## config.mk

```make
export PLATFORM = sky130hd
export DESIGN_NAME = bus_front
export DESIGN_NICKNAME = d
export VERILOG_FILES = /design/src/hdl/mem_pkg.sv /design/src/hdl/bus_front.sv
export SDC_FILE = /design/constraint.sdc
export NUM_CORES = 1
export LEC_CHECK = 0
export BUFFER_PORTS_ARGS = -buffer_cell sky130_fd_sc_hd__buf_4
export CAP_MARGIN = 30
export CORE_MARGIN = 2
export CORE_UTILIZATION = 40
export DETAILED_ROUTE_END_ITERATION = 8
export GPL_ROUTABILITY_DRIVEN = 0
export PLACE_DENSITY = 0.79
export SLEW_MARGIN = 20
export SYNTH_ARGS = -nofsm -noshare
export SYNTH_HDL_FRONTEND = slang
export SYNTH_SLANG_ARGS = --single-unit
```

## constraint.sdc

```tcl
create_clock -name clock -period 1.6 [get_ports clock]
set_input_delay 0.24 -clock clock [delete_from_list [all_inputs] [get_ports clock]]
set_output_delay 0.24 -clock clock [all_outputs]
set_load 0.03 [all_outputs]
```

## src/hdl/mem_pkg.sv

```systemverilog
// Shared bus data types, access size codes, region codes and I/O word indices
`default_nettype none

package mem_pkg;

    typedef logic [31:0] word_t;    // Bus data word
    typedef logic [15:0] half_t;    // Register half
    typedef logic [3:0]  byte_en_t; // One enable per byte lane

    // Access width, little endian lanes
    typedef enum logic [1:0] {
        size_byte = 2'd0,
        size_half = 2'd1,
        size_word = 2'd2
    } mem_size_t;

    // Top address byte of each bus region
    localparam logic [7:0] REGION_INTERN  = 8'h03;
    localparam logic [7:0] REGION_IO      = 8'h04;
    localparam logic [7:0] REGION_PALETTE = 8'h05;

    // Object palette sits above the background palette
    localparam logic [9:0] PALETTE_OBJ_OFFSET = 10'h200;

    // Word positions inside the I/O region
    localparam int IO_KEYINPUT_IDX = 0;
    localparam int IO_IE_IF_IDX    = 1;
    localparam int IO_SOUNDCNT_IDX = 2;
    localparam int IO_FIFO_A_IDX   = 3;
    localparam int IO_FIFO_B_IDX   = 4;

    // Sound control bits that restart the DMA sound sequencers
    localparam int SQ_RESET_A_BIT = 27;
    localparam int SQ_RESET_B_BIT = 31;

endpackage

`default_nettype wire

```

## src/hdl/bus_front.sv

```systemverilog
// Bus front end with write latch, write pause, byte-enable decode and RAM address select
`timescale 1ns/1ps
`default_nettype none

module bus_front (
    input  logic              clock,
    input  logic              reset,
    input  mem_pkg::word_t    bus_addr,
    input  mem_pkg::mem_size_t bus_size,
    input  logic              bus_write,
    output logic              bus_pause,
    output mem_pkg::word_t    addr_lat,
    output logic              write_lat,
    output mem_pkg::byte_en_t byte_en,
    output mem_pkg::word_t    ram_addr
);

    mem_pkg::mem_size_t size_lat;
    logic               write_start;

    // A new write is only taken while not already paused
    assign write_start = bus_write & ~bus_pause;

    always_ff @(posedge clock, posedge reset) begin
        if (reset) begin
            addr_lat  <= '0;
            size_lat  <= mem_pkg::size_byte;
            write_lat <= 1'b0;
            bus_pause <= 1'b0;
        end else begin
            addr_lat  <= bus_addr;
            size_lat  <= bus_size;
            write_lat <= write_start;
            bus_pause <= write_start; // Stall the driver for the write cycle
        end
    end

    // Lane enables from the latched size and low address bits
    always_comb begin
        byte_en = '0;
        if (write_lat) begin
            case (size_lat)
                mem_pkg::size_word: byte_en = 4'b1111;
                mem_pkg::size_half: byte_en = addr_lat[1] ? 4'b1100 : 4'b0011;
                default:            byte_en = 4'b0001 << addr_lat[1:0];
            endcase
        end
    end

    // Reads use the live address so RAM data is ready one cycle later
    assign ram_addr = write_lat ? addr_lat : bus_addr;

endmodule

`default_nettype wire

```

==> metrics.cfg <==
[outcome]
status=complete, but fails checks
violations=negative setup slack

[sta]
finClkSkew_ps=0
relSlewSlack_pct=71.10
finalSetupViolations=19
fin_crit_ps=1731
finalHoldViolCount=0
finalCritPeriodShare_pct=108.2
whs_ps=68.59
tns_ps=-1798
drv_slew=0
rsz0062_at_grt=true
worst_pin_slew_ps=433.4
setup_slack_ps=-131.3
max_freq_ghz=0.5776

[floorplan]
die_w_um=65.45
dieArea_um2=4283
die_h_um=65.45
initial_utilization_pct=41.56
core_um2=3633
rows=22
io_pins=107

[worst_setup_path]
cp-start-kind=register
critPathMaxFanout=4
critPathRequiredTime_ps=1360
critical_path_class=reg -> out
r2r_setup_slack_ps=820
cp_data_arrival_time_ps=1490
critPathCaptureType=output port

[synthesis]
avgSynthCellArea_um2=16.78
ys_types=14
syn_area_um2=1510
netlist_instances=90
synth_nets=129
yosysSeqAreaShare_pct=58.00
ys_ff_latch=35
yosysWarnings=0

[grt]
grt_max_degree=36
antenna_found_initial=0
grt_pass1_wl_um=6141
grt.total_usage_pct=19.40
globalRouteOverflowTotal=0
grt_pass1_vias=1310

[detailed_routing]
dr.first_iter.drc_count=17
first_pass_iters=3
drc=0
post_drt_wl_per_cell_um=16.27
drt_wl_total_um=4149
routed_via_density=4.631
vias=1181
antenna_left=0

[clock_tree]
clock-root-buffer=clkbuf_8
clk_path_buf_depth=2
path_clk_slew_ps=70
h-tree-depth=2
worstSkewPairLatency_ps=270
cts.sinks=35
numCtsBuffers=5
cts_tree=yes

[final_layout]
final_layout_size_suffix_gt1_share_pct=77.29
area_delta_synth_final_pct=78.21
nets=245
stdcell_count=255
antenna_cells=0

[power_and_ir_drop]
ir_drop_mv=0.7484
p_leak_nw=1.384
power_density_nw_per_um2=963.9

[place]
port_buffers=106
dp_cells=242
hpwl_um=3048

[flow_run]
max_cap_violations=0

[worst_hold_path]
hp-class=in -> async

==> area by class of cell <==
type,count,area [um2]
repair buffers,114,1031
fillers,244,942.2
flip-flops and latches,35,877.1
multi-input cells,45,586.8
clock buffers,6,82.58
well taps,48,60.06
clock inverters,2,35.03
inverters,5,18.77
==> registers in the layout (all words and copies together) (netlist names) <==
register	count
addr_lat	32
size_lat	2
write_lat	1
==> routing by layer <==
layer | global-route usage, % | wire length, um | vias up | share of wire, %
met1 | 20.95 | 1554 | 568 | 37
met3 | 3.938 | 305 | 4 | 7.4
met4 | 6.771 | 31 | 0 | 0.75
met2 | 37.12 | 2258 | 73 | 54
met5 | 0 | 0 | - | 0
li1 | - | - | 536 | -
==> logic make-up after synthesis <==
kind of cell | count (synthesis) | synth area share (%)
compound gates | 7 | 2.320
fa+ha+maj | 2 | 1.657
buf+inv | 10 | 6.463
flops | 35 | 58.00
mux | 31 | 29.58
simple gates | 5 | 1.988
==> repair_timing <==
action	CTS	global route
endpoints found under the setup margin	32	35
resized for setup	38	12
gates cloned	2	0
pin swaps	1	0
setup buffers	5	0
hold buffers	0	0
==> through the flow <==
step	power [mW]	setup slack (ps)	utilization (%)	area, um2
after floorplan	1.427	-74.77	-	1518
after global placement	1.687	141.6	64.50	2344
after detailed placement	1.710	61.60	64.50	2344
after CTS	2.618	-149.8	74.14	2694
after global routing	2.691	-216.2	74.07	2691
final	2.594	-131.3	74.07	2691
==> synthesized netlist by cell type <==
cell      count  area [um2]
a21oi_1       2       10.01
buf_12        3       60.06
buf_4         1       7.510
buf_6         1       11.26
dfrtp_1      35       875.8
ha_1          2       25.02
inv_1         5       18.77
mux2_2        5       56.30
mux2_4       26       390.4
nand2_1       1       3.750
nand2b_1      1       6.260
nand3b_1      1       7.510
nor2b_1       2       12.51
o21ai_0       5       25.02
==> worst max-delay path: stages (launching register included) <==
cell	delay [ps]
dfrtp_1	400
inv_2	70
ha_4	210
nand3b_1	240
o21ai_1	120
buf_4	170
==> cell usage in the layout (no fill, tap or decap), types with 2 or more instances in the layout <==
cell and count:
buf_4 75, buf_6 36, inv_1 4, o21ai_1 3
clkbuf_8 6, dfrtp_1 34, mux2_4 31, o21ai_2 2
==> final timing paths <==
check | startpoint | to | cells after the start
worst max-delay path | size_lat[0]$_DFF_PP0_ | byte_en[2] | 5
worst min-delay path | reset | addr_lat[10]$_DFF_PP0_ | 3
worst max register to register | write_lat$_DFF_PP0_ | write_lat$_DFF_PP0_ | 2
worst min register to register | write_lat$_DFF_PP0_ | write_lat$_DFF_PP0_ | 2
max in group asynchronous | reset | write_lat$_DFF_PP0_ | 3
min in group clock | bus_size[1] | size_lat[1]$_DFF_PP0_ | 1
==> report_power, final <==
group          switching (mW)  internal (mW)  total, mW
logic                   0.426          0.402      0.828
clock network           0.299          0.504      0.803
registers              0.0324          0.931      0.963
total                   0.758           1.84       2.59
No activity file was read; power rests on OpenSTA's default activity.
