==> src/hdl/mem_pkg.sv <==
// Shared bus data types, access size codes, region codes and I/O word indices
`default_nettype none

package mem_pkg;

    typedef logic [31:0] word_t;    // Bus data word
    typedef logic [15:0] half_t;    // Register half
    typedef logic [3:0]  byte_en_t; // One enable per byte lane

    // Access width, little endian lanes
    typedef enum logic [1:0] {
        size_byte = 2'd0,
        size_half = 2'd1,
        size_word = 2'd2
    } mem_size_t;

    // Top address byte of each bus region
    localparam logic [7:0] REGION_INTERN  = 8'h03;
    localparam logic [7:0] REGION_IO      = 8'h04;
    localparam logic [7:0] REGION_PALETTE = 8'h05;

    // Object palette sits above the background palette
    localparam logic [9:0] PALETTE_OBJ_OFFSET = 10'h200;

    // Word positions inside the I/O region
    localparam int IO_KEYINPUT_IDX = 0;
    localparam int IO_IE_IF_IDX    = 1;
    localparam int IO_SOUNDCNT_IDX = 2;
    localparam int IO_FIFO_A_IDX   = 3;
    localparam int IO_FIFO_B_IDX   = 4;

    // Sound control bits that restart the DMA sound sequencers
    localparam int SQ_RESET_A_BIT = 27;
    localparam int SQ_RESET_B_BIT = 31;

endpackage

`default_nettype wire

==> src/hdl/read_mux.sv <==
// Bus read data select with the DMA preempt hold register
`timescale 1ns/1ps
`default_nettype none

module read_mux (
    input  logic           clock,
    input  logic           reset,
    input  logic           ram_hit,
    input  logic           io_hit,
    input  logic           dma_active,
    input  mem_pkg::word_t ram_rdata,
    input  mem_pkg::word_t io_rdata,
    output mem_pkg::word_t bus_rdata
);

    logic           dma_lat, dma_rise, dma_fall, use_held;
    mem_pkg::word_t sel_rdata, cpu_rdata;

    assign sel_rdata = ram_hit ? ram_rdata : io_hit ? io_rdata : '0;

    always_ff @(posedge clock, posedge reset) begin
        if (reset) begin
            dma_lat  <= 1'b0;
            use_held <= 1'b0;
        end else begin
            dma_lat  <= dma_active;
            use_held <= dma_fall; // Held word shows the cycle after the fall
        end
    end

    assign dma_rise = dma_active & ~dma_lat;
    assign dma_fall = dma_lat & ~dma_active;

    // Word the CPU was waiting on when DMA took the bus
    always_ff @(posedge clock) begin
        if (dma_rise)
            cpu_rdata <= bus_rdata;
    end

    assign bus_rdata = use_held ? cpu_rdata : sel_rdata;

endmodule

`default_nettype wire

==> config.mk <==
export PLATFORM = sky130hd
export DESIGN_NAME = read_mux
export DESIGN_NICKNAME = d
export VERILOG_FILES = /design/src/hdl/mem_pkg.sv /design/src/hdl/read_mux.sv
export SDC_FILE = /design/constraint.sdc
export NUM_CORES = 1
export LEC_CHECK = 0
export ABC_CLOCK_PERIOD_IN_PS = 2650
export BUFFER_PORTS_ARGS = -buffer_cell sky130_fd_sc_hd__buf_4
export CAP_MARGIN = 20
export CORE_MARGIN = 2
export CORE_UTILIZATION = 45
export DETAILED_ROUTE_END_ITERATION = 7
export PLACE_DENSITY_LB_ADDON = 0.3
export SETUP_SLACK_MARGIN = 0.5
export SLEW_MARGIN = 20
export SYNTH_ARGS = -nofsm -noshare
export SYNTH_HDL_FRONTEND = slang
export SYNTH_SLANG_ARGS = --single-unit
==> constraint.sdc <==
create_clock -name clock -period 2.65 [get_ports clock]
set_clock_uncertainty 0.2 [all_clocks]
set_input_delay 0.3975 -clock clock [delete_from_list [all_inputs] [get_ports clock]]
set_output_delay 0.3975 -clock clock [all_outputs]
set_load 0.01 [all_outputs]
==> impl_summary.log <==
[metrics] internal power: 987.6 µW
[metrics] endpoint class of the critical path: output pin
[metrics] power per cell area: roughly 480 nW/µm²
[metrics] clock tree sinks: 34
[metrics] average instance area after synthesis: approximately 11 µm²
[metrics] number of antenna repair diodes: 0
[metrics] crit path DAT: roughly 1.5 ns
[metrics] Post-Synth Simple-Gate Area: 0.2364
[metrics] number of instances in the synthesized netlist: ~180
[metrics] period utilization: 0.7709
[metrics] buffer type at the clock tree root: sky130_fd_sc_hd__clkbuf_8
[metrics] placement row count: 23
[metrics] Post-DP HPWL: approximately 3.5 mm
[metrics] sequential cell area fraction in the yosys report: 0.5278
[metrics] Synth area leader: sky130_fd_sc_hd__edfxtp_1
[metrics] ordered cell list for the critical path: buf_4 > a21oi_1 > a21oi_1 > buf_4
[metrics] placer's final routability congestion estimate: 0.7577
[metrics] transition time of the tightest slew-check pin: about 0.53 ns
[metrics] final total negative setup slack: 0 ns
[metrics] area delta synth->final: 42.19%
[metrics] Slowest-stage cell, CP: sky130_fd_sc_hd__dfrtp_1
[metrics] most frequent cells after synthesis: 64 x sky130_fd_sc_hd__a21oi_1, 34 x sky130_fd_sc_hd__nor2b_1, 32 x sky130_fd_sc_hd__edfxtp_1, 32 x sky130_fd_sc_hd__nand3b_1, 9 x sky130_fd_sc_hd__buf_2
[metrics] required arrival time at the worst endpoint: 2.05 ns
[metrics] CORE AREA: approximately 4100 µm²
[metrics] DIE AREA: 4795 µm²
[metrics] worst setup timing slack at the placement stage: about 0.65 ns
[metrics] Port Buffer Count: 100
[metrics] number of warnings printed during yosys synthesis: 0
[metrics] Max Clock Freq: ~500 MHz
[metrics] clock latency of the later-clocked register in the worst-skew pair: around 0.28 ns
[metrics] number of antenna violations at the first check in global routing: 0
[metrics] most used flip-flop cell after synthesis: sky130_fd_sc_hd__edfxtp_1
[metrics] flip-flop and latch count after synthesis: 34
[metrics] worst-path maximum fanout: 34
[metrics] Hold Crit Class: input port to flip-flop
[metrics] Worst R2R Setup Slack: 1.25 ns
[metrics] status: finished, final reports clean
[metrics] post-synthesis xor/xnor area fraction: 0
[metrics] global routing usage summed across all routing layers: 0.2124
[metrics] Initial Utilization: 0.4721
[metrics] # fillers: between 300 and 400
[metrics] Vias/cell: ~5.3
[metrics] number of nets in the finished design: approximately 350
[metrics] hold endpoint: dma_lat$_DFF_PP0_
[metrics] DRT Pass-1 Iters: 4
[metrics] Buf/Inv on CP: 2
[metrics] Hold Fails Final Rpt: 0
[metrics] Compound-Gate Fraction of Synth Area: 0.1672
[metrics] Antenna Nets Post-Route: 0
[metrics] max-capacitance violation count: 0
[metrics] vias in the first global route: approximately 1,700
[metrics] number of violations reported at the end of detailed-routing iteration 0: approximately 150
[metrics] clock group share of total power: 0.275
[metrics] final critical-path setup slack: between 0.6 and 0.7 ns
[metrics] most numerous cell in the Yosys netlist: sky130_fd_sc_hd__a21oi_1
[metrics] final number of setup-violating endpoints: 0
[metrics] delay of the slowest critical-path stage: about 0.35 ns
[metrics] top-area cell type share of the netlist area: 0.5016
[metrics] worst-case clock buffer depth: 2
[metrics] Mapped Nets: roughly 250
[metrics] hold path startpoint: dma_active
[metrics] Crit path max-delay family: buffers and inverters
[metrics] number of unique standard cell types used by synthesis: 9
[metrics] switching power: between 300 and 400 µW
[metrics] Combinational Power Share: 0.241
[metrics] maximum number of pins on one net before global-route repair: 65
[metrics] Die Ht: 69.25 µm
[metrics] sum of routed wire length over all layers: 4.979 mm
[metrics] Worst setup SP type: flip-flop
[metrics] fin. max-slew vios: 0
[metrics] layout cells sized above 1: 0.3957
[metrics] fraction of synthesis flops using an asynchronous set or reset pin: 0.05882
[metrics] switching power share of the total: 0.2499
[metrics] dominant combinational cell family by area after synthesis: simple AND/OR/NAND/NOR gates
[metrics] synth top area cells: sky130_fd_sc_hd__edfxtp_1 50%, sky130_fd_sc_hd__a21oi_1 17%, sky130_fd_sc_hd__nand3b_1 13%
[metrics] post-synthesis instance area: between 1500 and 2000 µm²
[metrics] post-cts gate resize count: 0
[metrics] capture point of the worst reg-to-reg path: cpu_rdata[25]$_DFFE_PP_
[metrics] routed via count: around 1,700
[metrics] number of buffers created by CTS: 5
[metrics] min Tclk post-route: 2.043 ns
[metrics] launching point of the worst reg2reg path: use_held$_DFF_PP0_
[metrics] setup repair after global routing missed its margin: no
[metrics] Die W: 69.25 µm
[metrics] proportion of synthesized area in mux cells: 0
[metrics] EDFF count, synth: 32
[metrics] global-route wire length before repair: 8.093 mm
[metrics] DR DRC count: 0
[metrics] start-to-end type of the worst setup path: flip-flop to output pin
[metrics] grt ovf: 0
[metrics] clock tree from TritonCTS: built
[metrics] routed len/inst: 15.18 µm
[metrics] worst IR drop on VDD: approximately 0.34 mV
[metrics] CTS H-Tree Depth: 2
[metrics] IO Count: slightly above 100
[metrics] relative slew slack: 0.6470
[metrics] R2R cell count: 3
[metrics] Min-Delay Path Depth: 1
[metrics] relative contribution of sequential cells to total power: 0.484
[metrics] CTS clk-pin slew, worst paths: approximately 0.070 ns
[metrics] adder and majority cell fraction of the synthesized area: 0
[metrics] leakage power: about 1.1 nW
[power groups by stage]
stage               combinational (mW)  clock, mW  sequential (mW)
floorplan                        0.154          0            0.645
global placement                 0.312          0            0.646
detailed placement               0.317          0            0.649
CTS                              0.319      0.374            0.637
global route                     0.348      0.397            0.639
finish                           0.317      0.363            0.637
[layout by cell type (no fill, tap or decap)]
master | synthesis | routed
sky130_fd_sc_hd__buf_4 | 2 | 104
sky130_fd_sc_hd__a21oi_1 | 64 | 64
sky130_fd_sc_hd__nor2b_1 | 34 | 33
sky130_fd_sc_hd__nand3b_1 | 32 | 32
sky130_fd_sc_hd__edfxtp_1 | 32 | 32
sky130_fd_sc_hd__clkbuf_8 | 0 | 5
sky130_fd_sc_hd__clkbuf_1 | 0 | 3
sky130_fd_sc_hd__dfrtp_1 | 2 | 2
sky130_fd_sc_hd__nor2b_2 | 0 | 1
sky130_fd_sc_hd__inv_1 | 1 | 1
sky130_fd_sc_hd__dlygate4sd3_1 | 0 | 1
[timing repair]
action                    CTS  global route
setup buffers               0             0
hold buffers                1             0
hold endpoints to repair    2             0
[state kept, by name (all words and copies together) (netlist names)]
register,count
cpu_rdata,32
use_held,1
dma_lat,1
[layer usage]
layer,track usage,up-vias,part of all wire
met5,0,-,0
met4,0.07190,0,0.0086
met3,0.06686,4,0.085
met2,0.3408,84,0.50
met1,0.2725,805,0.41
li1,-,846,-
[per-stage QoR]
| stage | hold WS (ns) | area [µm²] | total power [mW] | util | instances |
|---|---|---|---|---|---|
| after CTS | 0.03173 | 2724 | 1.330 | 0.6713 | 328 |
| after detailed placement | 0.06291 | 2634 | 0.9657 | 0.6491 | 319 |
| after global routing | 0.02555 | 2724 | 1.384 | 0.6713 | 328 |
| after global placement | 0.06048 | 2634 | 0.9577 | 0.6491 | 319 |
| final | 0.03941 | 2724 | 1.317 | 0.6713 | 328 |
| after floorplan | -0.06132 | 1918 | 0.7998 | - | 182 |
[cell type report]
class,instances,area [µm²],share of cell area
multi-input combinational,130,775.7,0.2848
clock buffer,8,80.08,0.02940
timing repair buffer,105,790.8,0.2903
inverter,1,3.754,0.001378
tap,50,62.56,0.02297
sequential,34,1011,0.3712
[worst max-delay path by stage]
| stage | start | cells past startpoint | endpoint | slack (ns) |
|---|---|---|---|---|
| floorplan | dma_active | 1 | cpu_rdata[0]$_DFFE_PP_ | 0.77 |
| global placement | ram_hit | 4 | bus_rdata[12] | 0.68 |
| detailed placement | ram_hit | 4 | bus_rdata[2] | 0.65 |
| CTS | use_held$_DFF_PP0_ | 4 | bus_rdata[2] | 0.59 |
| global route | use_held$_DFF_PP0_ | 4 | bus_rdata[12] | 0.52 |
| finish | use_held$_DFF_PP0_ | 4 | bus_rdata[2] | 0.61 |
[kinds of logic after synthesis]
group	Yosys count
compound gates	64
buf+inv	18
simple gates	66
flops	34
Note: power is estimated with default switching activity, not from simulation.
