===== src/hdl/mem_pkg.sv =====
// Shared bus data types, access size codes, region codes and I/O word indices
`default_nettype none

package mem_pkg;

    typedef logic [31:0] word_t;    // Bus data word
    typedef logic [15:0] half_t;    // Register half
    typedef logic [3:0]  byte_en_t; // One enable per byte lane

    // Access width, little endian lanes
    typedef enum logic [1:0] {
        size_byte = 2'd0,
        size_half = 2'd1,
        size_word = 2'd2
    } mem_size_t;

    // Top address byte of each bus region
    localparam logic [7:0] REGION_INTERN  = 8'h03;
    localparam logic [7:0] REGION_IO      = 8'h04;
    localparam logic [7:0] REGION_PALETTE = 8'h05;

    // Object palette sits above the background palette
    localparam logic [9:0] PALETTE_OBJ_OFFSET = 10'h200;

    // Word positions inside the I/O region
    localparam int IO_KEYINPUT_IDX = 0;
    localparam int IO_IE_IF_IDX    = 1;
    localparam int IO_SOUNDCNT_IDX = 2;
    localparam int IO_FIFO_A_IDX   = 3;
    localparam int IO_FIFO_B_IDX   = 4;

    // Sound control bits that restart the DMA sound sequencers
    localparam int SQ_RESET_A_BIT = 27;
    localparam int SQ_RESET_B_BIT = 31;

endpackage

`default_nettype wire


===== src/hdl/sound_fifo.sv =====
// Circular sound FIFO with clear, entry count and combinational head
`timescale 1ns/1ps
`default_nettype none

module sound_fifo #(
    parameter int DEPTH = 8
) (
    input  logic           clock,
    input  logic           reset,
    input  logic           push,
    input  logic           pop,
    input  logic           clear,
    input  mem_pkg::word_t push_data,
    output mem_pkg::word_t head,
    output logic [3:0]     size
);

    localparam int PTR_BITS = $clog2(DEPTH);

    mem_pkg::word_t      entries [DEPTH];
    logic [PTR_BITS-1:0] get_ptr, put_ptr;
    logic                full, empty, do_push, do_pop;

    assign empty   = size == 4'd0;
    assign full    = size == 4'(DEPTH);
    assign do_pop  = pop & ~empty;
    assign do_push = push & (~full | do_pop); // Full slot frees on a pop
    assign head    = entries[get_ptr];

    always_ff @(posedge clock, posedge reset) begin
        if (reset) begin
            get_ptr <= '0;
            put_ptr <= '0;
            size    <= '0;
        end else if (clear) begin
            get_ptr <= '0;
            put_ptr <= '0;
            size    <= '0;
        end else begin
            if (do_push)
                put_ptr <= (put_ptr == PTR_BITS'(DEPTH - 1)) ? '0 : put_ptr + 1'b1;
            if (do_pop)
                get_ptr <= (get_ptr == PTR_BITS'(DEPTH - 1)) ? '0 : get_ptr + 1'b1;
            if (do_push && !do_pop)
                size <= size + 4'd1;
            else if (do_pop && !do_push)
                size <= size - 4'd1;
        end
    end

    always_ff @(posedge clock) begin
        if (do_push && !clear)
            entries[put_ptr] <= push_data;
    end

endmodule

`default_nettype wire


===== src/hdl/io_registers.sv =====
// I/O register words, interrupt enable and acknowledge, sound control and sound FIFOs
`timescale 1ns/1ps
`default_nettype none

module io_registers #(
    parameter int IO_WORDS   = 8,
    parameter int FIFO_DEPTH = 8
) (
    input  logic              clock,
    input  logic              reset,
    input  mem_pkg::word_t    addr_lat,
    input  mem_pkg::byte_en_t byte_en,
    input  mem_pkg::word_t    bus_wdata,
    input  mem_pkg::half_t    buttons,
    input  mem_pkg::half_t    reg_if,
    input  logic              fifo_read_a,
    input  logic              fifo_read_b,
    input  logic              fifo_clear_a,
    input  logic              fifo_clear_b,
    output mem_pkg::word_t    io_rdata,
    output logic              io_hit,
    output mem_pkg::half_t    int_enable,
    output mem_pkg::half_t    int_acks,
    output logic              sq_reset_a,
    output logic              sq_reset_b,
    output mem_pkg::word_t    fifo_data_a,
    output mem_pkg::word_t    fifo_data_b,
    output logic [3:0]        fifo_size_a,
    output logic [3:0]        fifo_size_b
);

    localparam int IDX_BITS = $clog2(IO_WORDS);

    logic [IDX_BITS-1:0] word_sel;
    mem_pkg::byte_en_t   word_we  [IO_WORDS];
    mem_pkg::word_t      regs     [IO_WORDS];
    mem_pkg::word_t      rd_words [IO_WORDS];

    assign io_hit   = (addr_lat[31:24] == mem_pkg::REGION_IO) && (addr_lat[23:2] < IO_WORDS);
    assign word_sel = addr_lat[IDX_BITS+1:2];
    assign io_rdata = io_hit ? rd_words[word_sel] : '0;

    for (genvar i = 0; i < IO_WORDS; i++) begin : g_word
        // Writable lanes of each word
        localparam logic [3:0] LANES =
            (i == mem_pkg::IO_KEYINPUT_IDX) ? 4'b1100 :
            (i == mem_pkg::IO_IE_IF_IDX)    ? 4'b0011 :
            (i == mem_pkg::IO_FIFO_A_IDX || i == mem_pkg::IO_FIFO_B_IDX) ? 4'b0000 :
            4'b1111;

        assign word_we[i] = (io_hit && word_sel == i) ? byte_en : '0;

        always_ff @(posedge clock, posedge reset) begin
            if (reset) begin
                regs[i] <= '0;
            end else begin
                for (int lane = 0; lane < 4; lane++) begin
                    if (word_we[i][lane] && LANES[lane])
                        regs[i][8*lane +: 8] <= bus_wdata[8*lane +: 8];
                end
            end
        end

        if (i == mem_pkg::IO_KEYINPUT_IDX) begin : g_key
            assign rd_words[i] = {regs[i][31:16], buttons}; // Low half is live keys
        end else if (i == mem_pkg::IO_IE_IF_IDX) begin : g_ie_if
            assign rd_words[i] = {reg_if, regs[i][15:0]};
        end else if (i == mem_pkg::IO_FIFO_A_IDX) begin : g_fifo_a
            assign rd_words[i] = fifo_data_a;
        end else if (i == mem_pkg::IO_FIFO_B_IDX) begin : g_fifo_b
            assign rd_words[i] = fifo_data_b;
        end else begin : g_plain
            assign rd_words[i] = regs[i];
        end
    end

    assign int_enable = regs[mem_pkg::IO_IE_IF_IDX][15:0];

    // Acknowledge bits live for one cycle after the IF half is written
    always_ff @(posedge clock, posedge reset) begin
        if (reset) begin
            int_acks <= '0;
        end else begin
            int_acks[7:0]  <= word_we[mem_pkg::IO_IE_IF_IDX][2] ? bus_wdata[23:16] : 8'd0;
            int_acks[15:8] <= word_we[mem_pkg::IO_IE_IF_IDX][3] ? bus_wdata[31:24] : 8'd0;
        end
    end

    assign sq_reset_a = word_we[mem_pkg::IO_SOUNDCNT_IDX][3] & bus_wdata[mem_pkg::SQ_RESET_A_BIT];
    assign sq_reset_b = word_we[mem_pkg::IO_SOUNDCNT_IDX][3] & bus_wdata[mem_pkg::SQ_RESET_B_BIT];

    sound_fifo #(.DEPTH(FIFO_DEPTH)) fifo_a (
        .clock,
        .reset,
        .push      (word_we[mem_pkg::IO_FIFO_A_IDX][0]),
        .pop       (fifo_read_a),
        .clear     (fifo_clear_a),
        .push_data (bus_wdata),
        .head      (fifo_data_a),
        .size      (fifo_size_a)
    );

    sound_fifo #(.DEPTH(FIFO_DEPTH)) fifo_b (
        .clock,
        .reset,
        .push      (word_we[mem_pkg::IO_FIFO_B_IDX][0]),
        .pop       (fifo_read_b),
        .clear     (fifo_clear_b),
        .push_data (bus_wdata),
        .head      (fifo_data_b),
        .size      (fifo_size_b)
    );

endmodule

`default_nettype wire


===== config.mk =====
export PLATFORM = sky130hd
export DESIGN_NAME = io_registers
export DESIGN_NICKNAME = d
export VERILOG_FILES = /design/src/hdl/mem_pkg.sv /design/src/hdl/sound_fifo.sv /design/src/hdl/io_registers.sv
export SDC_FILE = /design/constraint.sdc
export NUM_CORES = 1
export LEC_CHECK = 0
export BUFFER_PORTS_ARGS = -buffer_cell sky130_fd_sc_hd__buf_4
export CORE_MARGIN = 2
export CORE_UTILIZATION = 31
export DETAILED_ROUTE_END_ITERATION = 10
export GPL_ROUTABILITY_DRIVEN = 0
export PLACE_DENSITY = 0.49
export SLEW_MARGIN = 10
export SYNTH_ARGS = -nofsm -noshare
export SYNTH_HDL_FRONTEND = slang
export SYNTH_SLANG_ARGS = --single-unit

===== constraint.sdc =====
create_clock -name clock -period 7.3 [get_ports clock]
set_input_delay 0 -clock clock [delete_from_list [all_inputs] [get_ports clock]]
set_output_delay 0 -clock clock [all_outputs]
set_load 0.02 [all_outputs]

==> flow_summary.toml, run 1 <==
[logic_synthesis]
yosys.area.top_type_share = 0.507
yosysSeqAreaShare = 0.669
yosysMostFrequentCell = "edfxtp_1"
synth_area_per_cell_um2 = 17.9
syn_area_um2 = 30300
synth_async_sr_flop_share = 0.277
synth_warnings = 0
synth_area_leaders = "edfxtp_1 (51%), dfrtp_1 (16%), mux4_2 (9.5%)"
synth_cell_types = 56
ys_ff_latch = 708
yosysTopAreaCell = "edfxtp_1"
synth_edf_count = 512
synthTopCellsByCount = "edfxtp_1 (512), mux2_2 (224), dfrtp_1 (196)"
synth_nets = 1815
synth-main-ff-cell = "edfxtp_1"
syn_inst = 1695

[power]
vdd_drop_max_mv = 0.161
p_leak_nw = 13.5
design_power_total_w = 0.0101
p_per_area_nw_per_um2 = 279

[floorplanning]
core_um2 = 96900
initial_core_util = 0.313
die_area_um2 = 100000
rows = 114
die_w_um = 317
ioPinCount = 245
die_h_um = 317

[drt]
drt_iter0_markers = 1224
via_count = 16500
drc = 0
ant_nets = 0
dr.pass1.iters = 6
wire_per_inst_um = 26.7
viasPerCell = 5.03
wl_mm = 87.6

[setup_path]
end_kind = "flip-flop"
critPathLaunchType = "primary input"
cp.required_ns = 7.55
critPathMaxFanout = 27
arrival_ns = 4.77
path_class = "primary input to flip-flop"

[sta]
rsz0062_at_grt = "false"
finalSetupTns_ns = 0
clock_skew_ns = 0.0255
period_minus_slack_ns = 4.52
fmax_ghz = 0.221
hold_viol = 0
maxSlewViolCount = 0
slew_headroom = 0.198
fin_crit_sh = 0.619
finalSetupViolCount = 0
worstMarginPinSlew_ns = 1.20

[global_route]
first_global_vias = 17300
grt_usage = 0.174
grt_pass1_wl_mm = 125
grt.overflow.total = 0
grt_start_max_net_pins = 127
antenna_found_initial = 5

[clock_tree]
clock_path_buffers = 3
cts.repair.resized = 0
cts_sinks = 708
cts_buffers = 76
root_buffer = "clkbuf_16"
clkTransAtPathRegs_ns = 0.06
holdBufCountCts = 51
tritoncts = "built"
post_cts_buffers = 0
clock_latency_ns = 0.64
cts-htree-levels = 3

[place]
placedCellCount = 3083
hpwl_mm = 53.8
port_buffers = 242

[final_layout]
multi_input_area_um2 = 9160
nFillCells = 8947
drive_gt1_frac = 0.421
nets = 2056
syn2layout_area_growth_pct = 19.0
fin_cells = 3281
postLayoutCoreUtil = 0.373
regArea_um2 = 20300

[min_path]
hold_path.class = "primary input to flip-flop"

[status]
outcome = "completed"

[run]
cap_violations = 0
-- sequential cells by signal, indices dropped and copies added, names as in the netlist --
register,cells
fifo_a.entries,256
fifo_b.entries,256
rd_words,144
int_acks,16
int_enable,16
fifo_a.size,4
fifo_b.size,4
fifo_a.get_ptr,3
fifo_a.put_ptr,3
fifo_b.get_ptr,3
fifo_b.put_ptr,3
-- report_power, final --
group | switching, W | internal (W)
Clock | 0.00160 | 0.00215
Sequential | 0.000163 | 0.00435
Combinational | 0.000943 | 0.000851
-- worst paths after layout --
path / to / cells after the start / start / slack [ns]
max reg2reg: fifo_b.size[3]$_DFFE_PP0P_ / 11 / fifo_b.size[0]$_DFFE_PP0P_ / 3.58
max in group asynchronous: fifo_a.get_ptr[0]$_DFFE_PP0P_ / 4 / reset / 5.36
min: fifo_a.size[3]$_DFFE_PP0P_ / 6 / addr_lat[28] / 0.09
min in group asynchronous: rd_words[45]$_DFFE_PP0P_ / 3 / reset / 0.16
max: fifo_a.entries[3][26]$_DFFE_PP_ / 10 / addr_lat[14] / 2.78
min reg2reg: rd_words[242]$_DFFE_PP0P_ / 1 / rd_words[242]$_DFFE_PP0P_ / 0.50
-- critical path, stage by stage --
cell           delay [ns]
dlygate4sd3_1        0.54
buf_4                0.14
nor4b_4              0.30
dlygate4sd3_1        0.65
nand4_4              0.22
dlygate4sd3_1        0.72
nor4_4               0.59
nand2_1              0.33
nor3_2               0.67
buf_4                0.58
-- cells in the final DEF (no fill, tap or decap), drive strengths merged, types with 2 or more instances in the layout --
master,instances
or2,2
o211ai,33
mux2i,38
nand2b,12
o21ai,7
diode,5
inv,9
a21o,3
edfxtp,512
nor3,13
nand2,31
mux2,264
nor3b,3
fa,2
dlygate4sd3,51
a21oi,25
buf,272
clkinv,27
o22ai,32
o31ai,18
and3,2
mux4,128
xor2,2
dfrtp,196
or3,6
nor2,118
clkinvlp,3
nor4b,2
nand3b,4
nor4,13
o32ai,14
ha,12
and2,19
nor2b,4
clkbuf,112
-- layer usage --
metal / GRT usage / part of all wire / up-vias
met4: 0.0521 / 0.023 / 8
met3: 0.0357 / 0.058 / 112
li1: - / - / 7084
met5: 0 / 0.00055 / -
met2: 0.284 / 0.48 / 445
met1: 0.235 / 0.44 / 8843
-- through the flow --
stage | setup slack, ns | area [um^2] | hold slack (ns)
6_report | 2.78 | 36100 | 0.0943
5_1_grt | 2.63 | 36100 | 0.113
4_1_cts | 2.82 | 36100 | 0.0483
3_5_place_dp | 3.51 | 33100 | 0.300
3_3_place_gp | 3.51 | 33100 | 0.285
2_1_floorplan | 1.96 | 30300 | 0.0989
-- area by class of cell --
cell class | instances | area share
multi-input combinational | 818 | 0.254
clock buffer | 112 | 0.0624
tap | 1276 | 0.0442
inverter | 9 | 0.00114
timing repair buffer | 323 | 0.0707
sequential | 708 | 0.562
antenna | 5 | 0.000347
clock inverter | 30 | 0.00523
-- cell families after synthesis --
kind of cell	count (synthesis)	synth area share
mux	430	0.211
buf+inv	169	0.0329
fa+ha+maj	14	0.00627
xor+xnor	2	0.000578
compound gates	137	0.0307
flops	708	0.669
simple gates	235	0.0504
No activity file was read; power rests on OpenSTA's default activity.
==> inputs of run 2 (changes only) <==
--- a/config.mk
+++ b/config.mk
@@ -10,7 +10,7 @@
 export CORE_UTILIZATION = 31
 export DETAILED_ROUTE_END_ITERATION = 10
 export GPL_ROUTABILITY_DRIVEN = 0
-export PLACE_DENSITY = 0.49
+export PLACE_DENSITY = 0.5
 export SLEW_MARGIN = 10
 export SYNTH_ARGS = -nofsm -noshare
 export SYNTH_HDL_FRONTEND = slang
==> constraint.sdc (replaced) <==
create_clock -name clock -period 3.86 [get_ports clock]
set_input_delay 0 -clock clock [delete_from_list [all_inputs] [get_ports clock]]
set_output_delay 0 -clock clock [all_outputs]
set_load 0.02 [all_outputs]
==> run 2 against run 1 <==
  * First-iteration DRC count is 5.8% lower
  * Clock power is 87% higher
  * Final cell count is 0.58% higher
  * Sequential cell count stayed put
  * Combinational power is 94% higher
  * Sequential power is 88% higher
  * Register-to-register slack worse by 2.7 ns
  * Core utilization is 0.27 points higher
  * Critical path type is now flip-flop to output pin
  * Largest cell class unchanged
  * Highest routed layer unchanged
==> flow_summary.toml, run 2 (synthesis gave the netlist of run 1 again) <==
[setup_path]
worstSetupStartpoint = "fifo_a.get_ptr[0]$_DFFE_PP0P_"
cp.required_ns = 3.86
path_class = "flip-flop to output pin"
critPathMaxFanout = 35
r2r_start = "fifo_b.size[0]$_DFFE_PP0P_"
end_kind = "output pin"
critPathLaunchType = "flip-flop"
arrival_ns = 3.49

[run]
cap_violations = 0

[sta]
slew_headroom = 0.276
fin_crit_sh = 0.904
finalSetupTns_ns = 0
fin_ws_ns = 0.370
period_minus_slack_ns = 3.49
finalSetupViolCount = 0
worstMarginPinSlew_ns = 1.09
clock_skew_ns = 0.0196
hold_viol = 0
maxSlewViolCount = 0
fmax_ghz = 0.287
rsz0062_at_grt = "false"

[global_route]
first_global_vias = 17600
grt_start_max_net_pins = 134
grt_usage = 0.171
grt.overflow.total = 0
antenna_found_initial = 3
grt_pass1_wl_mm = 124

[clock_tree]
clkTransAtPathRegs_ns = 0.06
clock_latency_ns = 0.61
cts.repair.resized = 0
post_cts_buffers = 0
holdBufCountCts = 48
tritoncts = "built"
root_buffer = "clkbuf_16"
cts-htree-levels = 3
clock_path_buffers = 3
cts_buffers = 77
cts_sinks = 708

[drt]
drt_iter0_markers = 1153
viasPerCell = 5.03
drc = 0
wire_per_inst_um = 25.9
ant_nets = 0
wl_mm = 85.4
via_count = 16600
dr.pass1.iters = 5

[final_layout]
drive_gt1_frac = 0.424
final_area_um2 = 36400
syn2layout_area_growth_pct = 19.9
nets = 2080
final_cell_mix = "edfxtp_1 (512), buf_4 (291), mux2_2 (224)"
final_common_cell = "edfxtp_1"

[place]
placed_area_um2 = 33500
hpwl_mm = 55.1
port_buffers = 242
dp_slack_ns = 0.823

[floorplanning]
initial_core_util = 0.313
ioPinCount = 245
die_w_um = 317
die_area_um2 = 100000
die_h_um = 317
core_um2 = 96900
rows = 114

[power]
p_per_area_nw_per_um2 = 522
vdd_drop_max_mv = 0.284
design_power_total_w = 0.0190
p_leak_nw = 13.7

[min_path]
hold_path_startpoint = "addr_lat[14]"
hold_path.class = "primary input to flip-flop"

[status]
outcome = "completed"
run 2: cell count changes in the layout (fill, tap and decap cells not counted), sizes merged:
cell	previous run	this run
bufinv	0	3
dlygate4sd3	51	48
clkinv	27	29
clkbuf	112	103
inv	9	11
diode	5	3
buf	272	298
run 2: cell type report:
type                            count  area, um^2
Antenna cell                        3        7.51
Clock buffer                      103        2120
Clock inverter                     37         283
Fill cell                        8942       60500
Inverter                            9        37.5
Multi-Input combinational cell    818        9220
Sequential cell                   708       20300
Tap cell                         1276        1600
Timing Repair Buffer              346        2810
run 2: worst paths after layout:
path	endpoint	slack [ns]	cells after the start
worst max-delay path	io_rdata[11]	0.37	6
worst min-delay path	fifo_a.size[3]$_DFFE_PP0P_	0.06	6
worst max register to register	fifo_b.size[3]$_DFFE_PP0P_	0.87	10
worst min register to register	rd_words[247]$_DFFE_PP0P_	0.50	1
max in group asynchronous	rd_words[170]$_DFFE_PP0P_	2.95	4
min in group asynchronous	fifo_b.size[1]$_DFFE_PP0P_	0.20	4
run 2: power breakdown:
group | total, W | internal, W | switching, W
Sequential | 0.00849 | 0.00822 | 0.000264
Clock | 0.00703 | 0.00407 | 0.00297
Combinational | 0.00347 | 0.00166 | 0.00181
run 2: critical path, cell delays in order, from the launching register on:
cell     delay (ns)
dfrtp_4        0.92
buf_12         0.29
mux4_2         0.54
mux2_2         0.30
nor2_1         0.44
o32ai_1        0.18
buf_4          0.19
run 2: through the flow:
step | util | instances | hold slack, ns
finish | 0.375 | 3300 | 0.0624
global route | 0.375 | 3297 | 0.0741
CTS | 0.375 | 3297 | 0.0180
detailed placement | 0.346 | 3109 | 0.319
global placement | 0.346 | 3109 | 0.295
floorplan | - | 1695 | 0.0989
run 2: per-layer routing:
layer / GRT usage / share of wire / vias up
li1: - / - / 7124
met1: 0.230 / 0.43 / 8899
met2: 0.281 / 0.49 / 477
met3: 0.0400 / 0.068 / 95
met4: 0.0362 / 0.015 / 2
met5: 0 / 0.00014 / -
==> inputs of run 3 (changes only) <==
--- a/config.mk
+++ b/config.mk
@@ -7,10 +7,10 @@
 export LEC_CHECK = 0
 export BUFFER_PORTS_ARGS = -buffer_cell sky130_fd_sc_hd__buf_4
 export CORE_MARGIN = 2
-export CORE_UTILIZATION = 31
+export CORE_UTILIZATION = 45
 export DETAILED_ROUTE_END_ITERATION = 10
 export GPL_ROUTABILITY_DRIVEN = 0
-export PLACE_DENSITY = 0.5
+export PLACE_DENSITY = 0.64
 export SLEW_MARGIN = 10
 export SYNTH_ARGS = -nofsm -noshare
 export SYNTH_HDL_FRONTEND = slang
==> run 3 against run 2 <==
  * Maximum frequency fell by 4.6%
  * Power down 1.4%
  * First-iteration DRC count increased by 17%
  * Non-clock buffer count down 1
  * Sequential share of layout area rose by 1.0 points
  * Setup slack lost 0.17 ns
  * Sequential power about the same
  * Wire length shrank 8.0%
  * Clock skew is 0.0013 ns higher
  * Count of clock-buffer cells in the layout shrank 6
  * Final area decreased by 1.8%
  * Largest power group unchanged
==> flow_summary.toml, run 3 (synthesis gave the netlist of run 1 again) <==
[status]
outcome = "completed"

[floorplanning]
initial_core_util = 0.453
rows = 95
die_w_um = 264
die_h_um = 264
core_um2 = 66900
ioPinCount = 245
die_area_um2 = 69500

[sta]
finalSetupViolCount = 0
period_minus_slack_ns = 3.66
hold_viol = 0
fmax_ghz = 0.273
finalSetupTns_ns = 0
fin_crit_sh = 0.948
clock_skew_ns = 0.0209
fin_ws_ns = 0.201
slew_headroom = 0.193
rsz0062_at_grt = "false"
worstMarginPinSlew_ns = 1.21
maxSlewViolCount = 0

[setup_path]
critPathMaxFanout = 21
path_class = "primary input to output pin"
cp.required_ns = 3.86
arrival_ns = 3.66
critPathLaunchType = "primary input"
end_kind = "output pin"
r2r_slack_ns = 1.00

[power]
clockPowerShare = 0.363
p_per_area_nw_per_um2 = 524
p_sw_frac = 0.262
p_leak_nw = 13.6
internal-power_w = 0.0138
p_switching_w = 0.00491
design_power_total_w = 0.0187
p_seq_frac = 0.453
vdd_drop_max_mv = 0.345
combinationalPowerShare = 0.184

[place]
dp_slack_ns = 0.867
port_buffers = 242
placedCellCount = 2699
hpwl_mm = 49.0

[drt]
dr.pass1.iters = 5
wire_per_inst_um = 27.2
ant_nets = 0
via_count = 16600
wl_mm = 78.6
met3WireLength_mm = 5.78
met2_wirelength_mm = 38.0
drc = 0
wl_met1_mm = 33.2
drt_iter0_markers = 1351
dr.max_layer_used = "met4"
viasPerCell = 5.75

[clock_tree]
clock_latency_ns = 0.61
cts_sinks = 708
clkTransAtPathRegs_ns = 0.06
root_buffer = "clkbuf_16"
tritoncts = "built"
cts-htree-levels = 3
clock_path_buffers = 3
cts_buffers = 73

[final_layout]
final_cell_mix = "edfxtp_1 (512), buf_4 (289), mux2_2 (224)"
syn2layout_area_growth_pct = 17.7
regArea_um2 = 20300
final_common_cell = "edfxtp_1"
nFillCells = 5287
nets = 2075
fin_cells = 2887
multi_input_area_um2 = 9220
postLayoutCoreUtil = 0.534
drive_gt1_frac = 0.423

[global_route]
grt.overflow.total = 0
grt_usage = 0.229
first_global_vias = 17600
grt_pass1_wl_mm = 116
grt_start_max_net_pins = 91
antenna_found_initial = 1

[run]
cap_violations = 0

[min_path]
hold_path.class = "primary input to flip-flop"
-- run 3: worst paths after layout --
kind | from | endpoint | cells after the start
setup / recovery | addr_lat[28] | io_rdata[7] | 8
hold / removal | addr_lat[10] | fifo_b.size[3]$_DFFE_PP0P_ | 6
setup reg to reg | fifo_a.size[1]$_DFFE_PP0P_ | fifo_a.size[3]$_DFFE_PP0P_ | 12
hold reg to reg | rd_words[251]$_DFFE_PP0P_ | rd_words[251]$_DFFE_PP0P_ | 1
max in group asynchronous | reset | int_acks[6]$_DFF_PP0_ | 4
min in group asynchronous | reset | fifo_a.size[1]$_DFFE_PP0P_ | 3
-- run 3: through the flow --
step                hold WS (ns)  instance area [um^2]
floorplan                 0.0989                 30400
global placement           0.282                 32900
detailed placement         0.304                 32900
CTS                       0.0162                 35700
global route              0.0644                 35700
finish                    0.0509                 35700
-- run 3: area by class of cell --
class	count	share of cell area
flip-flops and latches	708	0.568
clock buffers	97	0.0557
inverters	9	0.00105
clock inverters	36	0.00848
multi-input cells	818	0.258
repair buffers	345	0.0778
well taps	873	0.0306
diodes	1	0.0000701
-- run 3: timing repair --
item | 4_1_cts | 5_1_grt
setup buffers | 0 | 3
endpoints found under the setup margin | 0 | 257
hold buffers | 51 | 0
endpoints found under the hold margin | 742 | 0
resized for setup | 0 | 0
-- run 3: per-layer routing --
| layer | vias up | track usage |
|---|---|---|
| met4 | 0 | 0.0666 |
| met1 | 8867 | 0.317 |
| met5 | - | 0 |
| li1 | 7097 | - |
| met3 | 87 | 0.0511 |
| met2 | 548 | 0.364 |
-- run 3: power groups by stage --
stage                     registers [W]  logic, W  clock network, W
after floorplan                 0.00848   0.00257                 0
after global placement          0.00863   0.00341                 0
after detailed placement        0.00863   0.00344                 0
after CTS                       0.00848   0.00350           0.00694
after global routing            0.00850   0.00369           0.00721
final                           0.00847   0.00345           0.00680
-- run 3: worst max-delay path, cell delays in order --
cell and delay, ns:
dlygate4sd3_1 0.53, buf_4 0.13, nor4_2 0.16, dlygate4sd3_1 0.66
nand3b_4 0.13, or3_1 0.83, o31ai_1 0.91, buf_4 0.27
